--- src/rv_decode_pkg.sv ---
/*
 shared widths, opcodes and decode info bit positions for the RV32I decode stage.
 info bits 2..0 always hold the group code. Upper bits unused by a group stay zero.
 */
package rv_decode_pkg;

    localparam int INST_W     = 32;
    localparam int REG_ADDR_W = 5;
    localparam int DECINFO_W  = 17;
    localparam int GRP_W      = 3;

    typedef logic [INST_W-1:0]     inst_t;
    typedef logic [INST_W-1:0]     word_t;     // address or immediate
    typedef logic [REG_ADDR_W-1:0] reg_addr_t;
    typedef logic [DECINFO_W-1:0]  dec_info_t;
    typedef logic [GRP_W-1:0]      grp_t;

    // base opcodes, bits 6..0
    localparam logic [6:0] OPC_LUI    = 7'b0110111;
    localparam logic [6:0] OPC_AUIPC  = 7'b0010111;
    localparam logic [6:0] OPC_JAL    = 7'b1101111;
    localparam logic [6:0] OPC_JALR   = 7'b1100111;
    localparam logic [6:0] OPC_BRANCH = 7'b1100011;
    localparam logic [6:0] OPC_LOAD   = 7'b0000011;
    localparam logic [6:0] OPC_STORE  = 7'b0100011;
    localparam logic [6:0] OPC_OPIMM  = 7'b0010011;
    localparam logic [6:0] OPC_OP     = 7'b0110011;

    localparam logic [6:0] F7_BASE = 7'b0000000;
    localparam logic [6:0] F7_ALT  = 7'b0100000;  // sub / sra

    localparam grp_t GRP_NONE = 3'd0;
    localparam grp_t GRP_ALU  = 3'd1;
    localparam grp_t GRP_BJP  = 3'd2;
    localparam grp_t GRP_MEM  = 3'd3;

    localparam int INFO_GRP_MSB = GRP_W - 1;

    // alu group
    localparam int INFO_ALU_LUI    = 3;
    localparam int INFO_ALU_AUIPC  = 4;
    localparam int INFO_ALU_ADD    = 5;
    localparam int INFO_ALU_SUB    = 6;
    localparam int INFO_ALU_SLL    = 7;
    localparam int INFO_ALU_SLT    = 8;
    localparam int INFO_ALU_SLTU   = 9;
    localparam int INFO_ALU_XOR    = 10;
    localparam int INFO_ALU_SRL    = 11;
    localparam int INFO_ALU_SRA    = 12;
    localparam int INFO_ALU_OR     = 13;
    localparam int INFO_ALU_AND    = 14;
    localparam int INFO_ALU_OP2IMM = 15;
    localparam int INFO_ALU_OP1PC  = 16;

    // branch / jump group
    localparam int INFO_BJP_JUMP   = 3;
    localparam int INFO_BJP_BEQ    = 4;
    localparam int INFO_BJP_BNE    = 5;
    localparam int INFO_BJP_BLT    = 6;
    localparam int INFO_BJP_BGE    = 7;
    localparam int INFO_BJP_BLTU   = 8;
    localparam int INFO_BJP_BGEU   = 9;
    localparam int INFO_BJP_OP1RS1 = 10;

    // memory group
    localparam int INFO_MEM_LB       = 3;
    localparam int INFO_MEM_LH       = 4;
    localparam int INFO_MEM_LW       = 5;
    localparam int INFO_MEM_LBU      = 6;
    localparam int INFO_MEM_LHU      = 7;
    localparam int INFO_MEM_SB       = 8;
    localparam int INFO_MEM_SH       = 9;
    localparam int INFO_MEM_SW       = 10;
    localparam int INFO_MEM_OP_LOAD  = 11;
    localparam int INFO_MEM_OP_STORE = 12;

endpackage

--- src/dec_fields_if.sv ---
/*
 split instruction fields plus one-hot opcode class flags.
 class flags are exclusive, at most one is high for any instruction.
 */
`timescale 1ns/1ns

interface dec_fields_if;

    rv_decode_pkg::inst_t     inst;
    logic [6:0]               opcode;
    logic [2:0]               funct3;
    logic [6:0]               funct7;
    rv_decode_pkg::reg_addr_t rd;
    rv_decode_pkg::reg_addr_t rs1;
    rv_decode_pkg::reg_addr_t rs2;

    logic is_lui, is_auipc, is_jal, is_jalr, is_branch;
    logic is_load, is_store, is_opimm, is_op;

    modport producer (
        output inst, opcode, funct3, funct7, rd, rs1, rs2,
        output is_lui, is_auipc, is_jal, is_jalr, is_branch,
        output is_load, is_store, is_opimm, is_op
    );

    modport consumer (
        input inst, opcode, funct3, funct7, rd, rs1, rs2,
        input is_lui, is_auipc, is_jal, is_jalr, is_branch,
        input is_load, is_store, is_opimm, is_op
    );

endinterface

--- src/dec_field_split.sv ---
/*
 combinational field splitter. Only the nine RV32I base opcodes get a class flag,
 anything else (system, fence, amo) leaves every flag low.
 */
`timescale 1ns/1ns

module dec_field_split (
    input  rv_decode_pkg::inst_t inst_i,
    dec_fields_if.producer       fields
);

    logic [6:0] opcode;

    assign opcode = inst_i[6:0];

    // raw fields, valid or not
    assign fields.inst   = inst_i;
    assign fields.opcode = opcode;
    assign fields.funct3 = inst_i[14:12];
    assign fields.funct7 = inst_i[31:25];
    assign fields.rd     = inst_i[11:7];
    assign fields.rs1    = inst_i[19:15];
    assign fields.rs2    = inst_i[24:20];

    // opcode class
    assign fields.is_lui    = (opcode == rv_decode_pkg::OPC_LUI);
    assign fields.is_auipc  = (opcode == rv_decode_pkg::OPC_AUIPC);
    assign fields.is_jal    = (opcode == rv_decode_pkg::OPC_JAL);
    assign fields.is_jalr   = (opcode == rv_decode_pkg::OPC_JALR);
    assign fields.is_branch = (opcode == rv_decode_pkg::OPC_BRANCH);
    assign fields.is_load   = (opcode == rv_decode_pkg::OPC_LOAD);
    assign fields.is_store  = (opcode == rv_decode_pkg::OPC_STORE);
    assign fields.is_opimm  = (opcode == rv_decode_pkg::OPC_OPIMM);
    assign fields.is_op     = (opcode == rv_decode_pkg::OPC_OP);

endmodule

--- src/imm_gen.sv ---
/*
 immediate builder, selected by opcode class alone.
 funct fields are not checked here, so an illegal funct3 still yields its class format.
 */
`timescale 1ns/1ns

module imm_gen (
    dec_fields_if.consumer       fields,
    output rv_decode_pkg::word_t imm_o
);

    rv_decode_pkg::word_t imm_u, imm_j, imm_i, imm_b, imm_s, imm_sh;
    logic                 is_shift;

    assign imm_u  = {fields.inst[31:12], 12'b0};
    assign imm_j  = {{12{fields.inst[31]}}, fields.inst[19:12], fields.inst[20],
                     fields.inst[30:21], 1'b0};
    assign imm_i  = {{20{fields.inst[31]}}, fields.inst[31:20]};
    assign imm_b  = {{20{fields.inst[31]}}, fields.inst[7], fields.inst[30:25],
                     fields.inst[11:8], 1'b0};
    assign imm_s  = {{20{fields.inst[31]}}, fields.inst[31:25], fields.inst[11:7]};
    assign imm_sh = {27'b0, fields.inst[24:20]};  // shamt, zero-extended

    assign is_shift = fields.is_opimm && (fields.funct3 == 3'b001 || fields.funct3 == 3'b101);

    always_comb begin
        if (fields.is_lui || fields.is_auipc) begin
            imm_o = imm_u;
        end else if (fields.is_jal) begin
            imm_o = imm_j;
        end else if (is_shift) begin
            imm_o = imm_sh;
        end else if (fields.is_jalr || fields.is_load || fields.is_opimm) begin
            imm_o = imm_i;
        end else if (fields.is_branch) begin
            imm_o = imm_b;
        end else if (fields.is_store) begin
            imm_o = imm_s;
        end else begin
            imm_o = '0;
        end
    end

endmodule

--- src/alu_decode.sv ---
/*
 ALU group decode: LUI, AUIPC, OP-IMM and OP.
 register and immediate forms share one op bit, OP2IMM tells them apart.
 */
`timescale 1ns/1ns

module alu_decode (
    dec_fields_if.consumer           fields,
    output logic                     hit_o,
    output rv_decode_pkg::dec_info_t info_o
);

    logic f7_base, f7_alt;
    logic op_ok;     // OP with a legal funct7
    logic arith_ok;  // non-shift ops
    logic shift_ok;

    assign f7_base = (fields.funct7 == rv_decode_pkg::F7_BASE);
    assign f7_alt  = (fields.funct7 == rv_decode_pkg::F7_ALT);

    // alt funct7 only legal with add/sub and srl/sra
    assign op_ok    = fields.is_op && (f7_base ||
                      (f7_alt && (fields.funct3 == 3'b000 || fields.funct3 == 3'b101)));
    assign arith_ok = op_ok || fields.is_opimm;
    assign shift_ok = op_ok || (fields.is_opimm && (f7_base ||
                      (f7_alt && fields.funct3 == 3'b101)));

    always_comb begin
        info_o = '0;
        info_o[rv_decode_pkg::INFO_GRP_MSB:0] = rv_decode_pkg::GRP_ALU;
        info_o[rv_decode_pkg::INFO_ALU_LUI]   = fields.is_lui;
        info_o[rv_decode_pkg::INFO_ALU_AUIPC] = fields.is_auipc;
        case (fields.funct3)
            3'b000: begin
                info_o[rv_decode_pkg::INFO_ALU_ADD] = arith_ok && !(fields.is_op && f7_alt);
                info_o[rv_decode_pkg::INFO_ALU_SUB] = op_ok && f7_alt;
            end
            3'b001: info_o[rv_decode_pkg::INFO_ALU_SLL]  = shift_ok;
            3'b010: info_o[rv_decode_pkg::INFO_ALU_SLT]  = arith_ok;
            3'b011: info_o[rv_decode_pkg::INFO_ALU_SLTU] = arith_ok;
            3'b100: info_o[rv_decode_pkg::INFO_ALU_XOR]  = arith_ok;
            3'b101: begin
                info_o[rv_decode_pkg::INFO_ALU_SRL] = shift_ok && f7_base;
                info_o[rv_decode_pkg::INFO_ALU_SRA] = shift_ok && f7_alt;
            end
            3'b110: info_o[rv_decode_pkg::INFO_ALU_OR]   = arith_ok;
            default: info_o[rv_decode_pkg::INFO_ALU_AND] = arith_ok;
        endcase
        info_o[rv_decode_pkg::INFO_ALU_OP2IMM] = fields.is_opimm || fields.is_lui ||
                                                 fields.is_auipc;
        info_o[rv_decode_pkg::INFO_ALU_OP1PC]  = fields.is_auipc;
    end

    // OP2IMM / OP1PC alone do not count as a hit
    assign hit_o = |info_o[rv_decode_pkg::INFO_ALU_AND:rv_decode_pkg::INFO_ALU_LUI];

endmodule

--- src/bjp_decode.sv ---
/*
 branch and jump decode. JALR needs funct3 000,
 branch funct3 010 and 011 are reserved and give no hit.
 */
`timescale 1ns/1ns

module bjp_decode (
    dec_fields_if.consumer           fields,
    output logic                     hit_o,
    output rv_decode_pkg::dec_info_t info_o
);

    logic jalr_ok;

    assign jalr_ok = fields.is_jalr && (fields.funct3 == 3'b000);

    always_comb begin
        info_o = '0;  // bits above OP1RS1 stay zero
        info_o[rv_decode_pkg::INFO_GRP_MSB:0]   = rv_decode_pkg::GRP_BJP;
        info_o[rv_decode_pkg::INFO_BJP_JUMP]   = fields.is_jal || jalr_ok;
        info_o[rv_decode_pkg::INFO_BJP_BEQ]    = fields.is_branch && fields.funct3 == 3'b000;
        info_o[rv_decode_pkg::INFO_BJP_BNE]    = fields.is_branch && fields.funct3 == 3'b001;
        info_o[rv_decode_pkg::INFO_BJP_BLT]    = fields.is_branch && fields.funct3 == 3'b100;
        info_o[rv_decode_pkg::INFO_BJP_BGE]    = fields.is_branch && fields.funct3 == 3'b101;
        info_o[rv_decode_pkg::INFO_BJP_BLTU]   = fields.is_branch && fields.funct3 == 3'b110;
        info_o[rv_decode_pkg::INFO_BJP_BGEU]   = fields.is_branch && fields.funct3 == 3'b111;
        info_o[rv_decode_pkg::INFO_BJP_OP1RS1] = jalr_ok;  // target base is rs1
    end

    assign hit_o = |info_o[rv_decode_pkg::INFO_BJP_BGEU:rv_decode_pkg::INFO_BJP_JUMP];

endmodule

--- src/mem_decode.sv ---
/*
 load / store decode. Only byte, half and word widths of RV32I,
 the unused load funct3 codes (011, 110, 111) and store codes above 010 miss.
 */
`timescale 1ns/1ns

module mem_decode (
    dec_fields_if.consumer           fields,
    output logic                     hit_o,
    output rv_decode_pkg::dec_info_t info_o
);

    logic ld_hit, st_hit;

    always_comb begin
        info_o = '0;
        info_o[rv_decode_pkg::INFO_GRP_MSB:0] = rv_decode_pkg::GRP_MEM;
        info_o[rv_decode_pkg::INFO_MEM_LB]  = fields.is_load && fields.funct3 == 3'b000;
        info_o[rv_decode_pkg::INFO_MEM_LH]  = fields.is_load && fields.funct3 == 3'b001;
        info_o[rv_decode_pkg::INFO_MEM_LW]  = fields.is_load && fields.funct3 == 3'b010;
        info_o[rv_decode_pkg::INFO_MEM_LBU] = fields.is_load && fields.funct3 == 3'b100;
        info_o[rv_decode_pkg::INFO_MEM_LHU] = fields.is_load && fields.funct3 == 3'b101;
        info_o[rv_decode_pkg::INFO_MEM_SB]  = fields.is_store && fields.funct3 == 3'b000;
        info_o[rv_decode_pkg::INFO_MEM_SH]  = fields.is_store && fields.funct3 == 3'b001;
        info_o[rv_decode_pkg::INFO_MEM_SW]  = fields.is_store && fields.funct3 == 3'b010;
        info_o[rv_decode_pkg::INFO_MEM_OP_LOAD]  = ld_hit;
        info_o[rv_decode_pkg::INFO_MEM_OP_STORE] = st_hit;
    end

    // op bits only on a matched width
    assign ld_hit = fields.is_load && (fields.funct3 inside {3'b000, 3'b001, 3'b010,
                                                             3'b100, 3'b101});
    assign st_hit = fields.is_store && (fields.funct3 inside {3'b000, 3'b001, 3'b010});
    assign hit_o  = ld_hit || st_hit;

endmodule

--- src/reg_access.sv ---
/*
 register file addressing by opcode class. Unused addresses read as 0,
 writes to x0 are suppressed so reg_we_o never targets x0.
 */
`timescale 1ns/1ns

module reg_access (
    dec_fields_if.consumer           fields,
    output rv_decode_pkg::reg_addr_t reg1_raddr_o,
    output rv_decode_pkg::reg_addr_t reg2_raddr_o,
    output rv_decode_pkg::reg_addr_t reg_waddr_o,
    output logic                     reg_we_o
);

    logic use_rs1, use_rs2, use_rd;

    assign use_rs1 = fields.is_jalr || fields.is_branch || fields.is_load ||
                     fields.is_store || fields.is_opimm || fields.is_op;
    assign use_rs2 = fields.is_op || fields.is_store || fields.is_branch;

    // no write for branch / store
    assign use_rd  = (fields.is_lui || fields.is_auipc || fields.is_jal || fields.is_jalr ||
                      fields.is_load || fields.is_opimm || fields.is_op) &&
                     (fields.rd != '0);

    assign reg1_raddr_o = use_rs1 ? fields.rs1 : '0;
    assign reg2_raddr_o = use_rs2 ? fields.rs2 : '0;
    assign reg_waddr_o  = use_rd ? fields.rd : '0;
    assign reg_we_o     = use_rd;

endmodule

--- src/decode_stage.sv ---
/*
 registered RV32I decode stage, one cycle from inst_valid_i to dec_valid_o.
 no back-pressure, every strobe is taken. Data outputs hold between strobes,
 illegal covers M, CSR, system and fence opcodes too.
 */
`timescale 1ns/1ns

module decode_stage (
    input  logic                      clk,
    input  logic                      rst_i,
    input  rv_decode_pkg::inst_t      inst_i,
    input  rv_decode_pkg::word_t      inst_addr_i,
    input  logic                      inst_valid_i,
    output logic                      dec_valid_o,
    output rv_decode_pkg::dec_info_t  dec_info_o,
    output rv_decode_pkg::word_t      dec_imm_o,
    output rv_decode_pkg::word_t      inst_addr_o,
    output rv_decode_pkg::reg_addr_t  reg1_raddr_o,
    output rv_decode_pkg::reg_addr_t  reg2_raddr_o,
    output rv_decode_pkg::reg_addr_t  reg_waddr_o,
    output logic                      reg_we_o,
    output logic                      illegal_inst_o
);

    dec_fields_if fields ();

    rv_decode_pkg::dec_info_t  alu_info, bjp_info, mem_info, info_mrg;
    logic                      alu_hit, bjp_hit, mem_hit;
    logic                      illegal;
    rv_decode_pkg::word_t      imm;
    rv_decode_pkg::reg_addr_t  rs1_addr, rs2_addr, rd_addr;
    logic                      rd_we;

    dec_field_split u_split (
        .inst_i (inst_i),
        .fields (fields.producer)
    );

    imm_gen u_imm (
        .fields (fields.consumer),
        .imm_o  (imm)
    );

    alu_decode u_alu (
        .fields (fields.consumer),
        .hit_o  (alu_hit),
        .info_o (alu_info)
    );

    bjp_decode u_bjp (
        .fields (fields.consumer),
        .hit_o  (bjp_hit),
        .info_o (bjp_info)
    );

    mem_decode u_mem (
        .fields (fields.consumer),
        .hit_o  (mem_hit),
        .info_o (mem_info)
    );

    reg_access u_regs (
        .fields       (fields.consumer),
        .reg1_raddr_o (rs1_addr),
        .reg2_raddr_o (rs2_addr),
        .reg_waddr_o  (rd_addr),
        .reg_we_o     (rd_we)
    );

    // classes are exclusive so at most one term is nonzero
    assign info_mrg = ({rv_decode_pkg::DECINFO_W{alu_hit}} & alu_info) |
                      ({rv_decode_pkg::DECINFO_W{bjp_hit}} & bjp_info) |
                      ({rv_decode_pkg::DECINFO_W{mem_hit}} & mem_info);

    assign illegal = (info_mrg[rv_decode_pkg::INFO_GRP_MSB:0] == rv_decode_pkg::GRP_NONE);

    always_ff @(posedge clk) begin
        if (rst_i) begin
            dec_valid_o    <= 1'b0;
            reg_we_o       <= 1'b0;
            illegal_inst_o <= 1'b0;
            dec_info_o     <= '0;
            dec_imm_o      <= '0;
            inst_addr_o    <= '0;
            reg1_raddr_o   <= '0;
            reg2_raddr_o   <= '0;
            reg_waddr_o    <= '0;
        end else begin
            dec_valid_o    <= inst_valid_i;
            reg_we_o       <= inst_valid_i && rd_we;    // strobe qualified
            illegal_inst_o <= inst_valid_i && illegal;
            if (inst_valid_i) begin
                dec_info_o   <= info_mrg;
                dec_imm_o    <= imm;
                inst_addr_o  <= inst_addr_i;
                reg1_raddr_o <= rs1_addr;
                reg2_raddr_o <= rs2_addr;
                reg_waddr_o  <= rd_addr;
            end
        end
    end

endmodule

--- config.mk ---
export PLATFORM = sky130hd
export DESIGN_NAME = decode_stage
export DESIGN_NICKNAME = d
export VERILOG_FILES = /design/src/rv_decode_pkg.sv /design/src/dec_fields_if.sv /design/src/dec_field_split.sv /design/src/imm_gen.sv /design/src/alu_decode.sv /design/src/bjp_decode.sv /design/src/mem_decode.sv /design/src/reg_access.sv /design/src/decode_stage.sv
export SDC_FILE = /design/constraint.sdc
export NUM_CORES = 1
export LEC_CHECK = 0
export BUFFER_PORTS_ARGS = -buffer_cell sky130_fd_sc_hd__buf_4
export CORE_ASPECT_RATIO = 0.5
export CORE_MARGIN = 5
export CORE_UTILIZATION = 54
export CTS_BUF_LIST = sky130_fd_sc_hd__clkbuf_8
export DETAILED_ROUTE_END_ITERATION = 16
export GPL_ROUTABILITY_DRIVEN = 0
export PLACE_DENSITY = 0.93
export SYNTH_ARGS = -nofsm -noshare
export SYNTH_HDL_FRONTEND = slang
export SYNTH_SLANG_ARGS = --single-unit
export TNS_END_PERCENT = 50
--- constraint.sdc ---
create_clock -name clk -period 5.7 [get_ports clk]
set_input_delay 0.57 -clock clk [delete_from_list [all_inputs] [get_ports clk]]
set_output_delay 0.57 -clock clk [all_outputs]
set_load 0.02 [all_outputs]
# Word level (Yosys, flattened, before mapping)
# Cells that the tools add are included.
# op_classes
bitwise_logic	5
eq_ne	17
mux	17
n_reduce_logical	65
# op_table
operator	n
$mux W32	6
$or A17 B17 Y17	2
$logic_and A1 B1 Y1	30
$eq A7 B6 Y1 const B	4
$logic_or A1 B1 Y1	25
$eq A7 B7 Y1 const B	3
$and A17 B11 Y17	1
$and A17 B13 Y17	1
$and A17 B17 Y17	1
$mux W5	3
$eq A7 B5 Y1 const B	2
$reduce_or A7 Y1	2
$eq A3 B3 Y1 const B	4
$reduce_or A12 Y1	1
$reduce_bool A5 Y1	2
$eq A7 B2 Y1 const B	1
$logic_not A7 Y1	1
$eq A3 B2 Y1 const B	2
$logic_not A3 Y1	2
$mux W1	6
$mux W2	2
$eq A3 B1 Y1 const B	1
$reduce_bool A3 Y1	1
$logic_not A1 Y1	1
# word_totals
register_bits	99
elab_cells	113
out_inout_bits	99

# Logic depth before layout (Yosys ltp)
# Gate-level depths: netlist (run 1).
# depth
depth_word	14
depth_mapped	7
depth_no_buf	5

# Hierarchy
# A second synthesis (run 1) with hierarchy kept.
# hier_totals
cells_unflattened	607
hier_area_um2	5534.1
# by_module_without_submodules
module	cells_per_inst	area_each_um2	instances
decode_stage	341	3657.3	1
dec_field_split	79	588.1	1
imm_gen	68	451.7	1
alu_decode	40	322.8	1
mem_decode	31	200.2	1
bjp_decode	27	175.2	1
reg_access	21	138.9	1

# Worst setup path after synthesis (run 1)
# OpenSTA, ideal clock, no wires.
# synth_timing
kind	input to register
from	input inst_i[2]
to	register dec_info_o[4]
n_path_buf	2
stages	7
arrival_time_ns	2.412
slack_ns	3.209
cell_sequence	buf_6 > or3_4 > or4b_1 > buf_2 > mux2_4 > o32a_1 > a211oi_2
# synth_via
elab_chain_len	9
elab_cells_between_ends	46
# synth_lines
element	line_no	text
start, declared	decode_stage.sv:11	input rv_decode_pkg::inst_t inst_i,
$eq A7 B6 Y1 or $eq A7 B5 Y1 (tied branches)	dec_field_split.sv:34, dec_field_split.sv:33	
$logic_and A1 B1 Y1 (on tied branches)	alu_decode.sv:22, alu_decode.sv:25, alu_decode.sv:35	
$logic_or A1 B1 Y1, or another cell as far along	alu_decode.sv:24	assign arith_ok = op_ok || fields.is_opimm;
$logic_and A1 B1 Y1 (on tied branches)	alu_decode.sv:35, alu_decode.sv:43, alu_decode.sv:44	
$mux W2	alu_decode.sv:33	case (fields.funct3)
$reduce_or A12 Y1	alu_decode.sv:55	assign hit_o = |info_o[rv_decode_pkg::INFO_ALU_AND:rv_decode_pkg::INFO_ALU_LUI];
$and A17 B17 Y17	decode_stage.sv:71	assign info_mrg = ({rv_decode_pkg::DECINFO_W{alu_hit}} & alu_info) |
$or A17 B17 Y17	decode_stage.sv:71	
$or A17 B17 Y17 (*)	decode_stage.sv:72	({rv_decode_pkg::DECINFO_W{bjp_hit}} & bjp_info) |
end signal, assigned	decode_stage.sv:93	dec_info_o <= info_mrg;
end, declared	decode_stage.sv:15	output rv_decode_pkg::dec_info_t dec_info_o,
# Every way passes the cells marked *; elsewhere a longest branch is shown, timed or not.
# A chain may end at the register's enable or synchronous reset.

==> results of run 1 <==
-- through the flow --
step	utilization [%]	std cells
finish	75.3	703
global route	75.3	703
CTS	75.3	703
detailed placement	72.5	689
global placement	72.5	689
floorplan	-	466
-- how the worst max path moves through the flow --
stage                       startpoint                         end  slack, ns  depth (start not counted)
after global routing      inst_valid_i  dec_imm_o[22]$_SDFFE_PP0P_       3.12                          5
after global placement       inst_i[3]  dec_info_o[4]$_SDFFE_PP0P_       3.04                          6
after floorplan              inst_i[2]  dec_info_o[4]$_SDFFE_PP0P_       3.21                          7
final                     inst_valid_i  dec_imm_o[23]$_SDFFE_PP0P_       3.34                          5
after CTS                 inst_valid_i  dec_imm_o[23]$_SDFFE_PP0P_       3.39                          5
after detailed placement  inst_valid_i  dec_imm_o[23]$_SDFFE_PP0P_       3.01                          5
-- registers in the layout (all words and copies together) (netlist names) --
name / flops
reg2_raddr_o: 5
reg1_raddr_o: 5
inst_addr_o: 32
dec_imm_o: 32
reg_waddr_o: 5
dec_valid_o: 1
dec_info_o: 16
reg_we_o: 1
illegal_inst_o: 1
-- Yosys cell counts (all sizes together), types with 6 or more instances --
library cell	number	area share (%)
nor2	66	5.9
o21ai	25	3.0
a211oi	13	2.5
mux2i	43	10
a31oi	7	1.0
a22o	6	1.3
nand3	13	1.6
clkbuf	33	3.0
a21oi	24	2.9
nor2b	16	2.4
a22oi	6	1.1
dfxtp	98	47
nor3	8	0.96
nand2b	19	2.8
nand2	20	1.8
-- power by group --
group / total (W) / leakage, nW / switching, W / internal [W]
sequential: 0.000723 / 0.801 / 0.0000135 / 0.000710
combinational: 0.000218 / 1.57 / 0.000121 / 0.0000966
clock: 0.000474 / 0.109 / 0.000221 / 0.000252
-- layout make-up --
| cell class | count | area (um2) | area share, % |
|---|---|---|---|
| flip-flops and latches | 98 | 1960 | 35.1 |
| multi-input cells | 327 | 2060 | 36.7 |
| clock inverters | 4 | 68.8 | 1.23 |
| inverters | 3 | 11.3 | 0.201 |
| clock buffers | 10 | 138 | 2.46 |
| well taps | 96 | 120 | 2.15 |
| repair buffers | 165 | 1240 | 22.1 |
-- routing by layer --
metal | share of wire (%) | wire (um) | up-vias
li1 | - | - | 1930
met1 | 40 | 4680 | 1834
met2 | 51 | 5930 | 153
met3 | 7.1 | 831 | 21
met4 | 2.2 | 252 | 0
met5 | 0 | 0 | -
-- placed cells by master (no fill, tap or decap), drive strengths merged, types with 16 or more instances in the layout --
master | synthesis | layout
buf | 5 | 165
dfxtp | 98 | 98
nor2 | 66 | 66
mux2i | 43 | 43
o21ai | 25 | 25
a21oi | 24 | 24
nand2 | 20 | 20
nand2b | 19 | 19
nor2b | 16 | 16
-- logic make-up after synthesis --
group | after synthesis
other cells | 1
compound gates | 113
xor+xnor | 2
simple gates | 167
flops | 98
mux | 44
buf+inv | 41
==> metrics.csv, run 1 <==
metric,value,unit
holdBufCountCts,0,
drive_above_1_share,30.0,%
post_drt_via_cell_ratio,5.60,
path_clk_slew,0.09,ns
maxCapViolCount,0,
cts_tree,done,
finalCritPeriodShare,41.4,%
grt_first_pass_wirelength,18.5,mm
synth_top_family_by_area,simple AND/OR/NAND/NOR gates,
hold_violations,0,
r2r_end,dec_imm_o[16]$_SDFFE_PP0P_,
worst_slack,3.34,ns
power.density,253,nW/um2
fin_setup_tns,0,ns
max_freq,0.424,GHz
grtUsageTotal,23.5,%
start_util,56.3,%
met1_usage,27.1,%
slowest_delay,0.69,ns
synthAdderAreaFrac,0,%
detail_route.wl_per_cell,16.6,um
ys_async_sr_fraction,0,%
area_growth_syn_to_layout,33.7,%
worst_hold_path_type,input pin to flip-flop,
worstPathCellList,"buf_4, nor2b_1, and2_1, o2111ai_1, o21ai_0",
wl,11.7,mm
synth_cells,466,
grt_use_met3,6.79,%
die_area,9720,um2
busiest_layer,met2,
min_period,2.36,ns
synth_area,4180,um2
io_buffers,164,
status,"complete, no violations",
yosysSeqAreaShare,46.9,%
placed_area,5390,um2
die_y,72.2,um
ir_drop,202,uV
critPathRequiredTime,5.98,ns
cp.arrival,2.64,ns
grt.overflow.total,0,
root_buffer,clkbuf_8,
tightestPinTransition,1.23,ns
synth.distinct_cells,56,
setup_viol,0,
rsz0062_at_grt,no,
finalPower,0.00141,W
antenna_left,0,
whs_path_depth,2,
design_area,5590,um2
clkSinkCount,98,
h-tree-depth,3,
clk_latency,0.36,ns
synth_compound_area_share,18.1,%
first_global_vias,3804,
syn-num-nets,533,
ios,166,
cp_num_buf_inv,1,
yosys.area_share.simple,19.9,%
cpMaxStageDelayCell,nor2b_1,
cp-end-kind,flip-flop,
synth-seq-cells,98,
crit_type,input pin to flip-flop,
crit_fanout,53,
fillers,514,
met2_usage,42.4,%
reg2reg_depth,3,
cp_top_family,simple AND/OR/NAND/NOR gates,
cts_resized,0,
synthXorXnorAreaFrac,0.419,%
synth_edf_count,0,
num_rows,22,
start_kind,input pin,
antennaDiodeCount,0,
cts_max_path_buffers,2,
fin_nets,671,
syn_area_per_cell,8.98,um2
post-cts-setup-buffers,0,
cts_buffers,9,
hold_end,dec_imm_o[6]$_SDFFE_PP0P_,
antenna_found_initial,0,
die_x,134,um
fp.coreArea,7430,um2
yosys_most_used_dff,dfxtp_1,
slew_headroom,17.4,%
ys_warn_count,0,
dp_hpwl,8.54,mm
p_leak,2.48,nW
holdCritStartpoint,inst_i[26],
grt_max_degree,76,
vias,3938,
finalMaxSlewViolations,0,
synthMuxAreaShare,10.6,%
first_iter_violations,453,
drc,0,
r2r_start,dec_imm_o[16]$_SDFFE_PP0P_,
dp_slack,3.01,ns
rrSetupSlack,4.83,ns
whs,0.440,ns
fin_skew,0,ns
first_pass_iters,5,
Note: power is estimated with default switching activity, not from simulation.
==> inputs of run 2 (changes only) <==
ABC_AREA = 1   (was not set)
CORE_UTILIZATION = 50   (was 54)
PLACE_DENSITY = 0.87   (was 0.93)
clock period = 2.3 ns   (was 5.7 ns; I/O delays follow)
==> metrics.csv, run 2 <==
metric,value,unit,change
status,"complete, no violations",,
cp-end-kind,flip-flop,,
synth.distinct_cells,33,,-41%
crit_type,input pin to flip-flop,,
ios,166,,unchanged
synth_cells,596,,+28%
utilization,70.5,%,-4.8 points
first_global_vias,4159,,+9.3%
path_clk_slew,0.09,ns,about the same
antenna_found_initial,0,,unchanged
cts_max_path_buffers,2,,unchanged
top_regs,"dec_imm_o: 32 flops, inst_addr_o: 32 flops, dec_info_o: 16 flops",,
fp.coreArea,8120,um2,+9.2%
ys_warn_count,0,,unchanged
fin_skew,0,ns,unchanged
num_rows,23,,+4.5%
cts_tree,done,,
worst_slack,0.916,ns,-2.43 ns
grtUsageTotal,23.8,%,+0.37 points
max_freq,0.722,GHz,
pwr-share-comb,15.4,%,about the same
wl,12.8,mm,+9.6%
vias,4523,,+15%
place_inst,844,,+22%
finalNonFillerCells,859,,+22%
design_area,5720,um2,+2.2%
cp_top_family,simple AND/OR/NAND/NOR gates,,
die_x,140,um,+4.2%
fin_nets,810,,+21%
critPathRequiredTime,2.57,ns,-3.41 ns
fin_setup_tns,0,ns,unchanged
detail_route.wl_per_cell,14.9,um,-10%
synth_area_leader_cell,dfxtp_1,,
drt-met1-wl,5.41,mm,+16%
drc,0,,unchanged
yosys.area.top_type_share,46.3,%,-0.55 points
finalCritPeriodShare,60.2,%,
drive_above_1_share,28.0,%,-2.0 points
setup_viol,0,,unchanged
ys_async_sr_fraction,0,%,unchanged
finalMaxSlewViolations,0,,unchanged
top_layer,met4,,
synth-seq-cells,98,,unchanged
grt.overflow.total,0,,unchanged
p_sw,0.000935,W,+160%
final_common_cell,buf_4,,
wl_met3,1.12,mm,+35%
dp_hpwl,9.39,mm,+9.9%
maxCapViolCount,0,,unchanged
grt_max_degree,95,,+25%
crit_fanout,11,,-79%
cts_buffers,9,,unchanged
synth_most_common_cell,nand2_1,,
clk_latency,0.35,ns,about the same
power.density,616,nW/um2,+140%
root_buffer,clkbuf_8,,
power_frac_clock,33.6,%,about the same
netSwitchingFraction,26.6,%,+1.4 points
die_y,75.1,um,+3.9%
start_util,52.2,%,-4.1 points
yosys_most_used_dff,dfxtp_1,,
dp_slack,0.570,ns,-2.44 ns
reg2reg_depth,4,,+1
tightestPinTransition,0.501,ns,-0.727 ns
holdBufCountCts,0,,unchanged
synth_area,4230,um2,+1.2%
rrSetupSlack,1.52,ns,-3.31 ns
ir_drop,325,uV,+61%
antenna_left,0,,unchanged
cp-endpoint,dec_imm_o[30]$_SDFFE_PP0P_,,
p_leak,2.81,nW,+13%
syn_area_per_cell,7.10,um2,-21%
clkSinkCount,98,,unchanged
h-tree-depth,3,,unchanged
startpoint,inst_i[1],,
post_drt_via_cell_ratio,5.27,,-6.0%
worstPathCellList,"buf_4, nand2_1, inv_2, nand3_2, o21ai_2, inv_2, nand2_1, nand2_2, nand2_4, nand3_2, o31ai_1",,
die_area,10500,um2,+8.3%
placed_area,5510,um2,+2.3%
cp.arrival,1.66,ns,-0.98 ns
min_period,1.38,ns,
wl_met2,5.99,mm,+1.1%
path_depth,11,,+6
synth_edf_count,0,,unchanged
most-common-layout-cells,"buf_4 (167), nand2_1 (131), dfxtp_1 (98), nor2_1 (89), o21ai_0 (66)",,
yosysSeqAreaShare,46.3,%,-0.55 points
hold_violations,0,,unchanged
r2r_start,dec_imm_o[24]$_SDFFE_PP0P_,,
slowest_delay,0.27,ns,-0.42 ns
start_kind,input pin,,
cpMaxStageDelayCell,o21ai_2,,
area_growth_syn_to_layout,35.0,%,
syn-num-nets,663,,+24%
seqPwrFrac,51.0,%,about the same
cts_resized,0,,unchanged
worst_hold_path_type,input pin to flip-flop,,
post-cts-setup-buffers,0,,unchanged
synth.top_cells.by_area,"dfxtp_1 (46%), nand2_1 (12%), nor2_1 (7.9%)",,
internal_power,0.00258,W,+140%
slew_headroom,66.6,%,+49 points
r2r_end,dec_imm_o[24]$_SDFFE_PP0P_,,
io_buffers,164,,unchanged
rsz0062_at_grt,no,,
synth_common_cells,"nand2_1 (131), dfxtp_1 (98), nor2_1 (89), o21ai_0 (66), inv_1 (42)",,
first_iter_violations,415,,-8.4%
first_pass_iters,5,,unchanged
grt_first_pass_wirelength,20.3,mm,+10%
antennaDiodeCount,0,,unchanged
cp_num_buf_inv,3,,+2
-- run 2: cell count changes in the layout (fill, tap and decap cells not counted), moves of 7 or more --
cell	before	now
nand2_1	20	131
mux2i_1	43	1
o21ai_0	25	66
inv_1	4	43
nand3_1	13	41
nor2_1	66	89
nand2b_1	19	0
a21oi_1	24	40
nor2b_1	16	0
a211oi_1	12	0
nand2_2	0	7
-- run 2: worst min path at each step --
| stage | start | end | slack (ns) | cells past startpoint |
|---|---|---|---|---|
| floorplan | rst_i | dec_valid_o$_SDFF_PP0_ | 0.35 | 1 |
| global placement | inst_addr_i[5] | inst_addr_o[5]$_SDFFE_PP0P_ | 0.45 | 3 |
| detailed placement | reg1_raddr_o[0]$_SDFFE_PP0P_ | reg1_raddr_o[0]$_SDFFE_PP0P_ | 0.46 | 2 |
| CTS | inst_addr_i[25] | inst_addr_o[25]$_SDFFE_PP0P_ | 0.07 | 3 |
| global route | inst_addr_i[25] | inst_addr_o[25]$_SDFFE_PP0P_ | 0.07 | 3 |
| finish | inst_addr_i[1] | inst_addr_o[1]$_SDFFE_PP0P_ | 0.08 | 3 |
-- run 2: metal layers --
metal  up-vias  global-route usage [%]
met5         -                       0
met4         0                    8.38
met3        31                    6.98
met2       226                    39.1
met1      2032                    30.7
li1       2234                       -
-- run 2: kinds of logic after synthesis --
family,after synthesis,share of synthesized area (%)
and+or+nand+nor,293,30.4
AOI/OAI and AO/OA,125,15.6
DFF,98,46.3
buffers and inverters,78,7.30
muxes,1,0.236
other,1,0.0886
-- run 2: power groups by stage --
stage                     combinational (W)  clock (W)  sequential (W)
after floorplan                    0.000194          0         0.00191
after global placement             0.000531          0         0.00183
after detailed placement           0.000538          0         0.00184
after CTS                          0.000540    0.00121         0.00180
after global routing               0.000587    0.00127         0.00180
final                              0.000540    0.00118         0.00180
-- run 2: layout make-up --
type,instances,area [um2]
fillers,663,2400
clock inverters,6,82.6
clock buffers,9,124
repair buffers,168,1270
multi-input cells,420,1960
inverters,46,173
well taps,112,140
flip-flops and latches,98,1960
-- run 2: metrics by stage --
stage	hold WS [ns]	total power (W)
after global placement	0.452	0.00236
after floorplan	0.349	0.00211
after CTS	0.0745	0.00354
after detailed placement	0.458	0.00237
final	0.0839	0.00352
after global routing	0.0727	0.00366
-- run 2: worst register-to-register path: stages, from the launching register on --
cell	delay (ns)
dfxtp_1	0.36
inv_1	0.05
o21ai_0	0.15
nand2_1	0.08
nand2_1	0.09
